$ cat src/hdl/eager_defines.svh
`ifndef EAGER_DEFINES_SVH
`define EAGER_DEFINES_SVH

// word address width
`define PC_W 10

// one instruction slot and the two-slot fetch word
`define SLOT_W 16
`define N_SLOTS 2
`define WORD_W (`SLOT_W * `N_SLOTS)

// path 0 is the taken path, path 1 the not-taken path
`define N_PATHS 2

// both paths start fetching here
`define RESET_PC 10'd0

`define FLAG_W 4

// opcode value of a conditional branch
`define OP_BRANCH 4'hB

`endif

$ cat src/hdl/isa_pkg.sv
`include "eager_defines.svh"

package isa_pkg;

	// word address into instruction memory
	typedef logic [`PC_W-1:0] pc_t;

	// one instruction and one fetch word
	typedef logic [`SLOT_W-1:0] slot_t;
	typedef logic [`WORD_W-1:0] word_t;

	// slot bits 15:12
	typedef logic [3:0] opcode_t;

	// slot bits 11:10, picks one of the flags
	typedef logic [1:0] cond_t;

	// slot bits 7:0, signed word offset from the branch word
	typedef logic signed [7:0] offset_t;

	// external condition flags
	typedef logic [`FLAG_W-1:0] flags_t;

endpackage

$ cat src/hdl/path_pkg.sv
package path_pkg;

	// which pipe currently holds the architectural path
	typedef enum logic {
		PRIMARY_T = 1'b1,
		PRIMARY_N = 1'b0
	} primary_t;

	// index into the per-path arrays, 0 is t and 1 is n
	typedef logic path_idx_t;

endpackage

$ cat src/hdl/path_if.sv
`timescale 1ns/100ps

interface path_if;

	// branch slots in EX and their outcomes
	logic branch1;
	logic branch2;
	logic taken1;
	logic taken2;

	// branch slots in ID
	logic branch1_id;
	logic branch2_id;

	// target of the first branch slot in ID
	isa_pkg::pc_t bta_id;

	// fall-through addresses of the EX and ID words
	isa_pkg::pc_t next_pc_ex;
	isa_pkg::pc_t next_pc_id;

	modport pipe (
		output branch1, branch2, taken1, taken2,
		output branch1_id, branch2_id, bta_id,
		output next_pc_ex, next_pc_id
	);

	modport resolver (
		input branch1, branch2, taken1, taken2,
		input branch1_id, branch2_id, bta_id,
		input next_pc_ex, next_pc_id
	);

endinterface

$ cat src/hdl/branch_control.sv
`timescale 1ns/100ps

module branch_control (
	input  logic               clk,
	input  logic               rst,
	path_if.resolver           t_path,
	path_if.resolver           n_path,
	output logic               flush_ifid_t,
	output logic               flush_idex_t,
	output logic               flush_ifid_n,
	output logic               flush_idex_n,
	output logic               correct_en_t,
	output logic               correct_en_n,
	output isa_pkg::pc_t       correction_t,
	output isa_pkg::pc_t       correction_n,
	output path_pkg::primary_t primary
);

	logic ex_branch_t;
	logic ex_branch_n;
	logic ex_taken_t;
	logic ex_taken_n;
	logic id_branch_t;
	logic id_branch_n;
	logic back_to_back;
	logic taken;

	assign ex_branch_t = t_path.branch1 | t_path.branch2;
	assign ex_branch_n = n_path.branch1 | n_path.branch2;
	assign ex_taken_t  = ex_branch_t & (t_path.taken1 | t_path.taken2);
	assign ex_taken_n  = ex_branch_n & (n_path.taken1 | n_path.taken2);
	assign id_branch_t = t_path.branch1_id | t_path.branch2_id;
	assign id_branch_n = n_path.branch1_id | n_path.branch2_id;
	assign taken       = ex_taken_t | ex_taken_n;

	// a branch in EX with another one right behind it in ID, and the two
	// paths have already split in decode
	assign back_to_back = ((ex_branch_t & id_branch_t) | (ex_branch_n & id_branch_n)) &
	                      (t_path.next_pc_id != n_path.next_pc_id);

	always_comb begin
		correct_en_t = 1'b0;
		correct_en_n = 1'b0;
		correction_t = '0;
		correction_n = '0;

		if (back_to_back) begin
			if (taken) begin
				// n falls through past the decode branch
				correct_en_n = 1'b1;
				correction_n = t_path.next_pc_id;
			end else begin
				// t jumps to the target of the decode branch
				correct_en_t = 1'b1;
				correction_t = n_path.bta_id;
			end
		end else if (ex_branch_t | ex_branch_n) begin
			if (taken) begin
				correct_en_n = 1'b1;
				correction_n = t_path.next_pc_ex;
			end else begin
				correct_en_t = 1'b1;
				correction_t = n_path.next_pc_ex;
			end
		end
	end

	// the redirected path loses both of its younger stages
	assign flush_ifid_t = correct_en_t;
	assign flush_idex_t = correct_en_t;
	assign flush_ifid_n = correct_en_n;
	assign flush_idex_n = correct_en_n;

	// only a branch in the primary pipe moves the primary state
	always_ff @(posedge clk or negedge rst) begin
		if (!rst) begin
			primary <= path_pkg::PRIMARY_T;
		end else begin
			case (primary)
				path_pkg::PRIMARY_T: begin
					if (ex_branch_t) begin
						primary <= ex_taken_t ? path_pkg::PRIMARY_T : path_pkg::PRIMARY_N;
					end
				end
				path_pkg::PRIMARY_N: begin
					if (ex_branch_n) begin
						primary <= ex_taken_n ? path_pkg::PRIMARY_T : path_pkg::PRIMARY_N;
					end
				end
				default: primary <= path_pkg::PRIMARY_T;
			endcase
		end
	end

endmodule

$ cat src/hdl/eager_branch_unit.sv
`timescale 1ns/100ps
`include "eager_defines.svh"

module eager_branch_unit (
	input  logic               clk,
	input  logic               rst,
	input  isa_pkg::word_t     word_t,
	input  isa_pkg::word_t     word_n,
	input  isa_pkg::flags_t    flags,
	output isa_pkg::pc_t       fetch_pc_t,
	output isa_pkg::pc_t       fetch_pc_n,
	output logic               correct_en_t,
	output logic               correct_en_n,
	output isa_pkg::pc_t       correction_t,
	output isa_pkg::pc_t       correction_n,
	output path_pkg::primary_t primary
);

	localparam path_pkg::path_idx_t T_IDX = 1'b0;
	localparam path_pkg::path_idx_t N_IDX = 1'b1;

	path_if stat [`N_PATHS] ();

	isa_pkg::pc_t   path_pc         [`N_PATHS];
	isa_pkg::word_t path_word       [`N_PATHS];
	logic           path_flush_ifid [`N_PATHS];
	logic           path_flush_idex [`N_PATHS];

	assign path_pc[T_IDX]   = fetch_pc_t;
	assign path_pc[N_IDX]   = fetch_pc_n;
	assign path_word[T_IDX] = word_t;
	assign path_word[N_IDX] = word_n;

	path_fetch u_fetch (
		.clk          (clk),
		.rst          (rst),
		.correct_en_t (correct_en_t),
		.correct_en_n (correct_en_n),
		.correction_t (correction_t),
		.correction_n (correction_n),
		.fetch_pc_t   (fetch_pc_t),
		.fetch_pc_n   (fetch_pc_n)
	);

	for (genvar i = 0; i < `N_PATHS; i++) begin : g_path
		path_pipe u_pipe (
			.clk        (clk),
			.rst        (rst),
			.fetch_pc   (path_pc[i]),
			.word       (path_word[i]),
			.flags      (flags),
			.flush_ifid (path_flush_ifid[i]),
			.flush_idex (path_flush_idex[i]),
			.stat       (stat[i])
		);
	end

	branch_control u_resolver (
		.clk          (clk),
		.rst          (rst),
		.t_path       (stat[T_IDX]),
		.n_path       (stat[N_IDX]),
		.flush_ifid_t (path_flush_ifid[T_IDX]),
		.flush_idex_t (path_flush_idex[T_IDX]),
		.flush_ifid_n (path_flush_ifid[N_IDX]),
		.flush_idex_n (path_flush_idex[N_IDX]),
		.correct_en_t (correct_en_t),
		.correct_en_n (correct_en_n),
		.correction_t (correction_t),
		.correction_n (correction_n),
		.primary      (primary)
	);

endmodule

$ cat src/hdl/path_fetch.sv
`timescale 1ns/100ps
`include "eager_defines.svh"

module path_fetch (
	input  logic         clk,
	input  logic         rst,
	input  logic         correct_en_t,
	input  logic         correct_en_n,
	input  isa_pkg::pc_t correction_t,
	input  isa_pkg::pc_t correction_n,
	output isa_pkg::pc_t fetch_pc_t,
	output isa_pkg::pc_t fetch_pc_n
);

	isa_pkg::pc_t next_pc_t;
	isa_pkg::pc_t next_pc_n;

	// a correction from the resolver wins over the sequential step
	always_comb begin
		if (correct_en_t) begin
			next_pc_t = correction_t;
		end else begin
			next_pc_t = fetch_pc_t + isa_pkg::pc_t'(1);
		end

		if (correct_en_n) begin
			next_pc_n = correction_n;
		end else begin
			next_pc_n = fetch_pc_n + isa_pkg::pc_t'(1);
		end
	end

	always_ff @(posedge clk or negedge rst) begin
		if (!rst) begin
			fetch_pc_t <= `RESET_PC;
			fetch_pc_n <= `RESET_PC;
		end else begin
			fetch_pc_t <= next_pc_t;
			fetch_pc_n <= next_pc_n;
		end
	end

endmodule

$ cat src/hdl/path_pipe.sv
`timescale 1ns/100ps
`include "eager_defines.svh"

module path_pipe (
	input  logic            clk,
	input  logic            rst,
	input  isa_pkg::pc_t    fetch_pc,
	input  isa_pkg::word_t  word,
	input  isa_pkg::flags_t flags,
	input  logic            flush_ifid,
	input  logic            flush_idex,
	path_if.pipe            stat
);

	// slot decode helpers, slot 1 sits in the upper half of the word
	function automatic logic is_branch(isa_pkg::slot_t s);
		isa_pkg::opcode_t op;
		op = s[15:12];
		return op == `OP_BRANCH;
	endfunction

	function automatic isa_pkg::pc_t branch_target(isa_pkg::pc_t pc, isa_pkg::slot_t s);
		isa_pkg::offset_t off;
		off = s[7:0];
		return pc + {{(`PC_W-8){off[7]}}, off};
	endfunction

	function automatic logic cond_met(isa_pkg::slot_t s, isa_pkg::flags_t f);
		isa_pkg::cond_t c;
		c = s[11:10];
		return f[c];
	endfunction

	isa_pkg::pc_t   ifid_pc;
	isa_pkg::word_t ifid_word;
	isa_pkg::pc_t   idex_pc;
	isa_pkg::word_t idex_word;

	isa_pkg::slot_t id_slot1;
	isa_pkg::slot_t id_slot2;
	isa_pkg::slot_t ex_slot1;
	isa_pkg::slot_t ex_slot2;

	// an all-zero word decodes as two ordinary slots, so flush writes zero
	always_ff @(posedge clk or negedge rst) begin
		if (!rst) begin
			ifid_word <= '0;
			idex_word <= '0;
		end else begin
			ifid_word <= flush_ifid ? '0 : word;
			idex_word <= flush_idex ? '0 : ifid_word;
		end
	end

	always_ff @(posedge clk) begin
		ifid_pc <= fetch_pc;
		idex_pc <= ifid_pc;
	end

	assign id_slot1 = ifid_word[`WORD_W-1:`SLOT_W];
	assign id_slot2 = ifid_word[`SLOT_W-1:0];
	assign ex_slot1 = idex_word[`WORD_W-1:`SLOT_W];
	assign ex_slot2 = idex_word[`SLOT_W-1:0];

	// ID stage
	assign stat.branch1_id = is_branch(id_slot1);
	assign stat.branch2_id = is_branch(id_slot2);
	assign stat.bta_id     = stat.branch1_id ? branch_target(ifid_pc, id_slot1)
	                                         : branch_target(ifid_pc, id_slot2);
	assign stat.next_pc_id = ifid_pc + isa_pkg::pc_t'(1);

	// EX stage, flags are sampled here
	assign stat.branch1    = is_branch(ex_slot1);
	assign stat.branch2    = is_branch(ex_slot2);
	assign stat.taken1     = stat.branch1 & cond_met(ex_slot1, flags);
	assign stat.taken2     = stat.branch2 & cond_met(ex_slot2, flags);
	assign stat.next_pc_ex = idex_pc + isa_pkg::pc_t'(1);

endmodule

$ cat config.mk
export PLATFORM = sky130hd
export DESIGN_NAME = eager_branch_unit
export DESIGN_NICKNAME = d
export VERILOG_FILES = /design/src/hdl/isa_pkg.sv /design/src/hdl/path_pkg.sv /design/src/hdl/path_if.sv /design/src/hdl/branch_control.sv /design/src/hdl/eager_branch_unit.sv /design/src/hdl/path_fetch.sv /design/src/hdl/path_pipe.sv
export VERILOG_INCLUDE_DIRS = /design/src /design/src/hdl
export SDC_FILE = /design/constraint.sdc
export NUM_CORES = 1
export LEC_CHECK = 0
export CORE_ASPECT_RATIO = 1.25
export CORE_UTILIZATION = 50
export CTS_BUF_LIST = sky130_fd_sc_hd__clkbuf_16
export DETAILED_ROUTE_END_ITERATION = 8
export DONT_BUFFER_PORTS = 1
export REMOVE_ABC_BUFFERS = 1
export SLEW_MARGIN = 20
export SYNTH_ARGS = -nofsm -noshare
export SYNTH_HDL_FRONTEND = slang
export SYNTH_SLANG_ARGS = --single-unit
$ cat constraint.sdc
create_clock -name clk -period 7 [get_ports clk]
set_input_delay 0.35 -clock clk [delete_from_list [all_inputs] [get_ports clk]]
set_output_delay 0.35 -clock clk [all_outputs]
set_load 0.05 [all_outputs]
==> results of run 1 <==
[state kept, by name (all words and copies together), names as in the netlist]
signal,flops
g_path.u_pipe.idex_pc,20
u_resolver.primary,1
u_fetch.fetch_pc_n,10
g_path.u_pipe.ifid_pc,20
g_path.u_pipe.ifid_word,40
u_fetch.fetch_pc_t,10
g_path.u_pipe.idex_word,24
[worst register-to-register path: stages, from the launching register on]
cell and delay (ns):
dfrtp_1 0.36, nand4b_1 0.50, mux2_2 0.46, ha_1 0.22, fa_1 0.42, a21oi_1 0.16
nor2b_1 0.08, or3_1 0.30, a21oi_1 0.16, xor2_1 0.21, nor2_1 0.07, mux2_2 0.42
a21o_1 0.20
[layout make-up]
class,instances,area [sq um]
Fill cell,889,4390
Sequential cell,125,2930
Multi-Input combinational cell,351,2550
Clock buffer,18,450
Tap cell,132,165
Clock inverter,14,87.6
Timing Repair Buffer,8,82.6
Inverter,4,15.0
[cell usage after synthesis (3+ instances only)]
cell	instances	area [sq um]
inv_1	4	15.0
nand3_1	34	170
ha_1	15	188
nand4b_1	8	70.1
mux2_1	6	67.6
mux2_2	12	135
a21o_1	6	45.0
nand4_1	3	18.8
mux4_2	4	90.1
clkbuf_1	12	45.0
and3_1	12	75.1
and2_1	65	407
nor2_1	34	128
nand2_1	26	97.6
o221ai_1	3	26.3
dfrtp_1	84	2100
xor2_1	25	219
o22ai_1	4	25.0
dfxtp_1	40	801
nor3_1	4	20.0
mux2i_1	6	60.1
nand2b_1	3	18.8
a21oi_1	13	65.1
o21ai_0	6	30.0
xnor2_1	39	342
[routing by layer]
metal | part of all wire, % | up-vias | GRT usage (%)
met3 | 4.5 | 20 | 6.59
met2 | 54 | 90 | 36.7
met5 | 0 | - | 0
li1 | - | 1719 | -
met4 | 3.2 | 0 | 9.98
met1 | 38 | 1698 | 23.4
[placed cells by master, fill, tap and decap left out, drive strengths merged, types with 2 or more instances in the layout]
master / n
buf: 7
and3: 12
clkbuf: 18
dfrtp: 84
and2: 65
nor3: 6
dfxtp: 40
o21ai: 7
a21oi: 13
o211ai: 2
o221ai: 3
clkinv: 9
nor2: 34
a21o: 6
inv: 7
xor2: 25
nand4b: 8
mux4: 4
nand2b: 3
o22ai: 4
nand4: 4
o21a: 2
ha: 15
mux2i: 6
a211oi: 2
xnor2: 39
mux2: 18
nand2: 27
nand3: 36
[cells by family after synthesis]
logic type | Yosys count | synth area share [%]
adder cells (fa/ha/maj) | 16 | 3.75
buffers and inverters | 18 | 1.42
multiplexers | 28 | 6.37
flip-flops | 125 | 52.9
AO/OA/AOI/OAI | 44 | 5.51
XOR/XNOR | 65 | 10.5
AND/OR/NAND/NOR | 198 | 19.6
[through the flow]
stage          cell area [sq um]  total power [mW]  setup WS (ns)  cells
2_1_floorplan               5480              2.51          0.780    480
3_5_place_dp                5700              2.87           2.99    618
6_report                    6280              3.65           2.65    652
3_3_place_gp                5700              2.85           3.00    618
4_1_cts                     6270              3.68           2.54    652
5_1_grt                     6280              3.88           2.34    652
[power by group through the flow]
stage / clock (mW) / sequential, mW / combinational (mW)
final: 0.780 / 1.54 / 1.33
after global routing: 0.836 / 1.59 / 1.46
after CTS: 0.800 / 1.54 / 1.34
after detailed placement: 0 / 1.55 / 1.32
after global placement: 0 / 1.54 / 1.30
after floorplan: 0 / 1.45 / 1.06
[worst max path at each step]
stage / from / to / depth (start not counted)
6_report: g_path[1].u_pipe.ifid_word[30] / correction_t[9] / 11
5_1_grt: g_path[1].u_pipe.ifid_word[30] / correction_t[9] / 11
4_1_cts: g_path[1].u_pipe.ifid_word[30] / correction_t[8] / 11
3_5_place_dp: g_path[1].u_pipe.ifid_word[30] / correction_t[8] / 11
3_3_place_gp: g_path[1].u_pipe.ifid_word[30] / correction_t[8] / 11
2_1_floorplan: g_path[1].u_pipe.idex_word[26] / correction_t[0] / 8
==> flow_metrics.env, run 1 <==
export IMPL_status="finished, final reports clean"
export IMPL_cts_resized=0
export IMPL_clock_latency_ns=0.40
export IMPL_crit_chain="nand4b_1 > mux2_2 > ha_1 > a211oi_1 > nor2_1 > nor3_1 > o21ai_0 > a21oi_1 > xnor3_1 > nand2_1 > o21ai_1"
export IMPL_synth_cell_types=46
export IMPL_cp_start_kind="flip-flop"
export IMPL_cp_required_ns=6.65
export IMPL_drive_gt1_share_pct=11.2
export IMPL_finalHoldViolations=0
export IMPL_drc=0
export IMPL_cp_slowest_stage_delay_ns=0.83
export IMPL_reg2reg_depth=12
export IMPL_vias=3527
export IMPL_p_int_mw=2.06
export IMPL_report_final_slew_viol_count=0
export IMPL_die_h_um=120
export IMPL_end_kind="output pin"
export IMPL_gp_congestion=0.844
export IMPL_period_minus_slack_ns=4.35
export IMPL_tightest_slew_ns=1.16
export IMPL_grt_pass1_vias=3492
export IMPL_drt_iter0_markers=150
export IMPL_synth_edf_count=0
export IMPL_portBuffers=0
export IMPL_cts_buffers=17
export IMPL_arrival_ns=4.00
export IMPL_power_frac_clock_pct=21.4
export IMPL_hpwl_um=7880
export IMPL_r2r_end="u_fetch.fetch_pc_t[6]"
export IMPL_fmax_mhz=230
export IMPL_holdBufCountCts=2
export IMPL_setup_tns_ns=0
export IMPL_hp_start="word_n[2]"
export IMPL_cp_top_family="compound AO/OA/AOI/OAI gates"
export IMPL_holdPathEnd="g_path[1].u_pipe.ifid_word[2]"
export IMPL_r2r_slack_ns=3.32
export IMPL_cts_tree="yes"
export IMPL_grt_max_degree=86
export IMPL_cts_path_max_buffers=2
export IMPL_drv_cap=0
export IMPL_synth_cells=494
export IMPL_ys_ff_latch=125
export IMPL_finalCritPeriodShare_pct=62.1
export IMPL_area_delta_synth_final_pct=13.3
export IMPL_syn_cell_area_sq_mm=0.00554
export IMPL_clock_skew_ns=0.00775
export IMPL_die_w_um=96.2
export IMPL_yosysSeqAreaShare_pct=52.9
export IMPL_drt_wl_total_um=11100
export IMPL_timing_rr_start="g_path[1].u_pipe.ifid_word[30]"
export IMPL_clock_sinks=125
export IMPL_power_leakage_nw=2.71
export IMPL_rsz0062_at_grt="no"
export IMPL_design_die_area_sq_mm=0.0115
export IMPL_coreArea_sq_mm=0.0107
export IMPL_antenna_found_initial=0
export IMPL_ys_dominant_reg_cell="dfrtp_1"
export IMPL_path_buf_inv=0
export IMPL_nets=593
export IMPL_final_util_pct=58.9
export IMPL_p_sw_mw=1.59
export IMPL_overflow=0
export IMPL_wire_per_inst_um=17.1
export IMPL_ys_warn_count=0
export IMPL_cts_root_buffer="clkbuf_16"
export IMPL_diodes=0
export IMPL_critPathKind="flip-flop to output pin"
export IMPL_antenna_left=0
export IMPL_p_per_area_mw_per_mm2=581
export IMPL_switching_share_pct=43.5
export IMPL_hold_ws_ns=0.0742
export IMPL_vias_per_cell=5.41
export IMPL_combPwrFrac_pct=36.5
export IMPL_p_seq_share_pct=42.2
export IMPL_clkSlewWorstSetupHoldPaths_ns=0.05
export IMPL_ios=113
export IMPL_row_count=42
export IMPL_report_final_setup_viol=0
export IMPL_ir_drop_mv=0.224
export IMPL_first_pass_iters=6
export IMPL_crit_fanout=9
export IMPL_htreeDepth=4
export IMPL_crit_slowest_cell="o21ai_1"
export IMPL_grt_usage_pct=21.3
export IMPL_cts_setup_buffers=0
export IMPL_initial_utilization_pct=51.9
export IMPL_slew_headroom_pct=23.8
export IMPL_holdCritPathClass="input pin to flip-flop"
export IMPL_avgSynthCellArea_sq_um=11.2
export IMPL_grt_pass1_wl_um=17700
export IMPL_min_delay_path_depth=1
export IMPL_async_flop_share_pct=68.0
Note: power is estimated with default switching activity, not from simulation.
==> run 2, diff against run 1 <==
ABC_AREA = 1   (was not set)
PLACE_DENSITY = 0.68   (was not set)
clock period = 3.97 ns   (was 7 ns; I/O delays follow)
==> run 2 against run 1 <==
Final area is 17% higher. Routed wire length is 20% higher. Clock power is 100% higher. Critical path depth is 1 higher. Non-clock buffer count is 41 higher. Area after synthesis is 11% higher. Die area is 10% higher. Sequential share of layout area is 6.7 points lower. Setup slack worse by 2.1 ns. First-iteration DRC count is 61% higher. Sequential cell count stayed put. Sequential power is 66% higher.
==> flow_metrics.env, run 2 <==
export IMPL_status="finished, final reports clean"
export IMPL_combPwrFrac_pct=34.0
export IMPL_design_die_area_sq_mm=0.0127
export IMPL_drt_wl_total_um=13400
export IMPL_rsz0062_at_grt="no"
export IMPL_drt_iter0_markers=242
export IMPL_final_cell_mix="nand2_1 (199), nor2_1 (141), inv_1 (119)"
export IMPL_layout_commonest_cell="nand2_1"
export IMPL_cts_tree="yes"
export IMPL_cts_buffers=17
export IMPL_clock_skew_ns=0.00907
export IMPL_power_frac_clock_pct=25.0
export IMPL_cts_path_max_buffers=2
export IMPL_grt_pass1_wl_um=22500
export IMPL_synth_cells=801
export IMPL_die_h_um=126
export IMPL_hpwl_um=9090
export IMPL_vias_per_cell=4.86
export IMPL_avgSynthCellArea_sq_um=7.66
export IMPL_synth_edf_count=0
export IMPL_vias=4973
export IMPL_area_delta_synth_final_pct=19.7
export IMPL_period_minus_slack_ns=3.45
export IMPL_synth_most_common_cell="nand2_1"
export IMPL_ys_ff_latch=125
export IMPL_report_final_setup_viol=0
export IMPL_p_per_area_mw_per_mm2=848
export IMPL_ir_drop_mv=0.391
export IMPL_tightest_slew_ns=0.626
export IMPL_antenna_left=0
export IMPL_wire_per_inst_um=13.0
export IMPL_async_flop_share_pct=68.0
export IMPL_die_w_um=101
export IMPL_grt_usage_pct=22.8
export IMPL_top_register="g_path.u_pipe.ifid_word"
export IMPL_yosysSeqAreaShare_pct=47.8
export IMPL_crit_fanout=11
export IMPL_synth_area_leader_cell="dfrtp_1"
export IMPL_clkSlewWorstSetupHoldPaths_ns=0.06
export IMPL_p_seq_share_pct=41.0
export IMPL_antenna_found_initial=0
export IMPL_report_final_slew_viol_count=0
export IMPL_htreeDepth=4
export IMPL_ios=113
export IMPL_end_kind="output pin"
export IMPL_synth_area_leaders="dfrtp_1 (34%), dfxtp_1 (13%), nand2_1 (12%)"
export IMPL_syn_cell_area_sq_mm=0.00613
export IMPL_critPathKind="flip-flop to output pin"
export IMPL_cp_required_ns=3.77
export IMPL_cts_root_buffer="clkbuf_16"
export IMPL_setup_tns_ns=0
export IMPL_overflow=0
export IMPL_initial_utilization_pct=52.1
export IMPL_portBuffers=0
export IMPL_fmax_mhz=290
export IMPL_cts_setup_buffers=0
export IMPL_finalCritPeriodShare_pct=87.0
export IMPL_row_count=44
export IMPL_ys_dominant_reg_cell="dfrtp_1"
export IMPL_drv_cap=0
export IMPL_largest_registers="g_path.u_pipe.ifid_word (40), g_path.u_pipe.idex_word (24)"
export IMPL_yosys_area_top_type_share_pct=34.3
export IMPL_gp_congestion=0.909
export IMPL_ys_warn_count=0
export IMPL_clock_latency_ns=0.41
export IMPL_holdCritPathClass="input pin to flip-flop"
export IMPL_p_int_mw=3.46
export IMPL_instances_no_fill=1024
export IMPL_finalHoldViolations=0
export IMPL_power_leakage_nw=3.78
export IMPL_nets=936
export IMPL_p_sw_mw=2.76
export IMPL_arrival_ns=3.26
export IMPL_grt_max_degree=86
export IMPL_cp_start_kind="flip-flop"
export IMPL_dp_cells=950
export IMPL_final_cell_area_sq_mm=0.00734
export IMPL_diodes=0
export IMPL_slew_headroom_pct=58.3
export IMPL_drive_gt1_share_pct=6.72
export IMPL_clock_sinks=125
export IMPL_dpl_cell_area_sq_mm=0.00630
export IMPL_drc=0
export IMPL_grt_pass1_vias=4985
export IMPL_first_pass_iters=5
export IMPL_synth_common_cells="nand2_1 (201), nor2_1 (141), inv_1 (118), dfrtp_1 (84), nand3_1 (72)"
export IMPL_switching_share_pct=44.4
export IMPL_largest_reg_flops=40
export IMPL_coreArea_sq_mm=0.0118
export IMPL_synth_cell_types=35
==> run 2: changes by cell type after synthesis, sizes merged, moves of 7 or more <==
cell / before / now
inv: 4 / 119
and3: 12 / 0
nand4b: 8 / 0
nand3: 36 / 72
and2: 65 / 0
xnor2: 39 / 10
mux2: 18 / 7
nor3b: 0 / 9
buf: 2 / 14
nand2: 27 / 204
a21oi: 13 / 6
nor2: 34 / 145
clkbuf: 12 / 5
==> run 2: critical path, cell delays in order, from the launching register on <==
cell and delay, ns:
dfrtp_1 0.39, nand4_1 0.11, buf_4 0.19, mux2_2 0.36, ha_1 0.25, fa_1 0.43
nand3_1 0.11, nand2_1 0.12, a31oi_1 0.18, xor2_1 0.10, nor2_1 0.11, nand3_1 0.10
nand2_1 0.40
==> run 2: final cells by class <==
class / count / area, sq um
clock buffer: 17 / 425
timing repair buffer: 49 / 490
sequential: 125 / 2930
multi-input combinational: 537 / 2670
inverter: 120 / 450
clock inverter: 15 / 174
tap: 161 / 201
fill: 1013 / 4440
==> run 2: worst paths after layout <==
| path | startpoint | cells past startpoint | to | slack (ns) |
|---|---|---|---|---|
| setup / recovery | g_path[1].u_pipe.ifid_word[29] | 12 | correction_t[6] | 0.52 |
| hold / removal | flags[2] | 6 | u_resolver.primary | 0.26 |
| setup reg to reg | g_path[1].u_pipe.ifid_word[29] | 12 | u_fetch.fetch_pc_t[6] | 1.28 |
| hold reg to reg | g_path[0].u_pipe.ifid_pc[9] | 0 | g_path[0].u_pipe.idex_pc[9] | 0.38 |
| max in group asynchronous | rst | 2 | u_resolver.primary | 3.25 |
| min in group asynchronous | rst | 2 | u_fetch.fetch_pc_n[3] | 0.35 |
==> run 2: power by group through the flow <==
stage               clock (mW)  combinational [mW]  sequential [mW]
floorplan                    0                1.69             2.43
global placement             0                1.98             2.55
CTS                       1.58                2.12             2.55
detailed placement           0                2.04             2.57
global route              1.66                2.41             2.63
finish                    1.56                2.12             2.55
==> run 2: metrics by stage <==
stage,hold slack [ns],utilization (%),power (mW),setup slack (ns)
6_report,0.265,62.3,6.22,0.516
5_1_grt,0.323,62.3,6.70,0.247
4_1_cts,0.259,62.3,6.26,0.380
3_5_place_dp,-0.0952,53.5,4.61,0.817
3_3_place_gp,-0.0951,53.5,4.53,0.813
2_1_floorplan,-0.0971,-,4.12,0.836
==> run 2: cells by family (layout without fill, tap and decap cells) <==
family | count (synthesis) | after routing | share of synthesized area (%)
compound gates | 26 | 26 | 2.57
buf+inv | 139 | 201 | 8.77
xor+xnor | 39 | 39 | 5.57
flops | 125 | 125 | 47.8
simple gates | 449 | 449 | 30.7
fa+ha+maj | 16 | 16 | 3.39
mux | 7 | 7 | 1.29
==> run 2: layer usage <==
metal	track usage (%)	vias up	wire (um)
met3	6.83	26	701
met5	0	-	0
met4	7.84	0	273
li1	-	2558	-
met2	40.5	134	7010
met1	25.7	2255	5370
==> run 2: timing repair <==
action / 4_1_cts / 5_1_grt
hold buffers: 42 / 0
gates resized for setup: 0 / 1
setup endpoints to repair: 0 / 2
endpoints found under the hold margin: 125 / 0
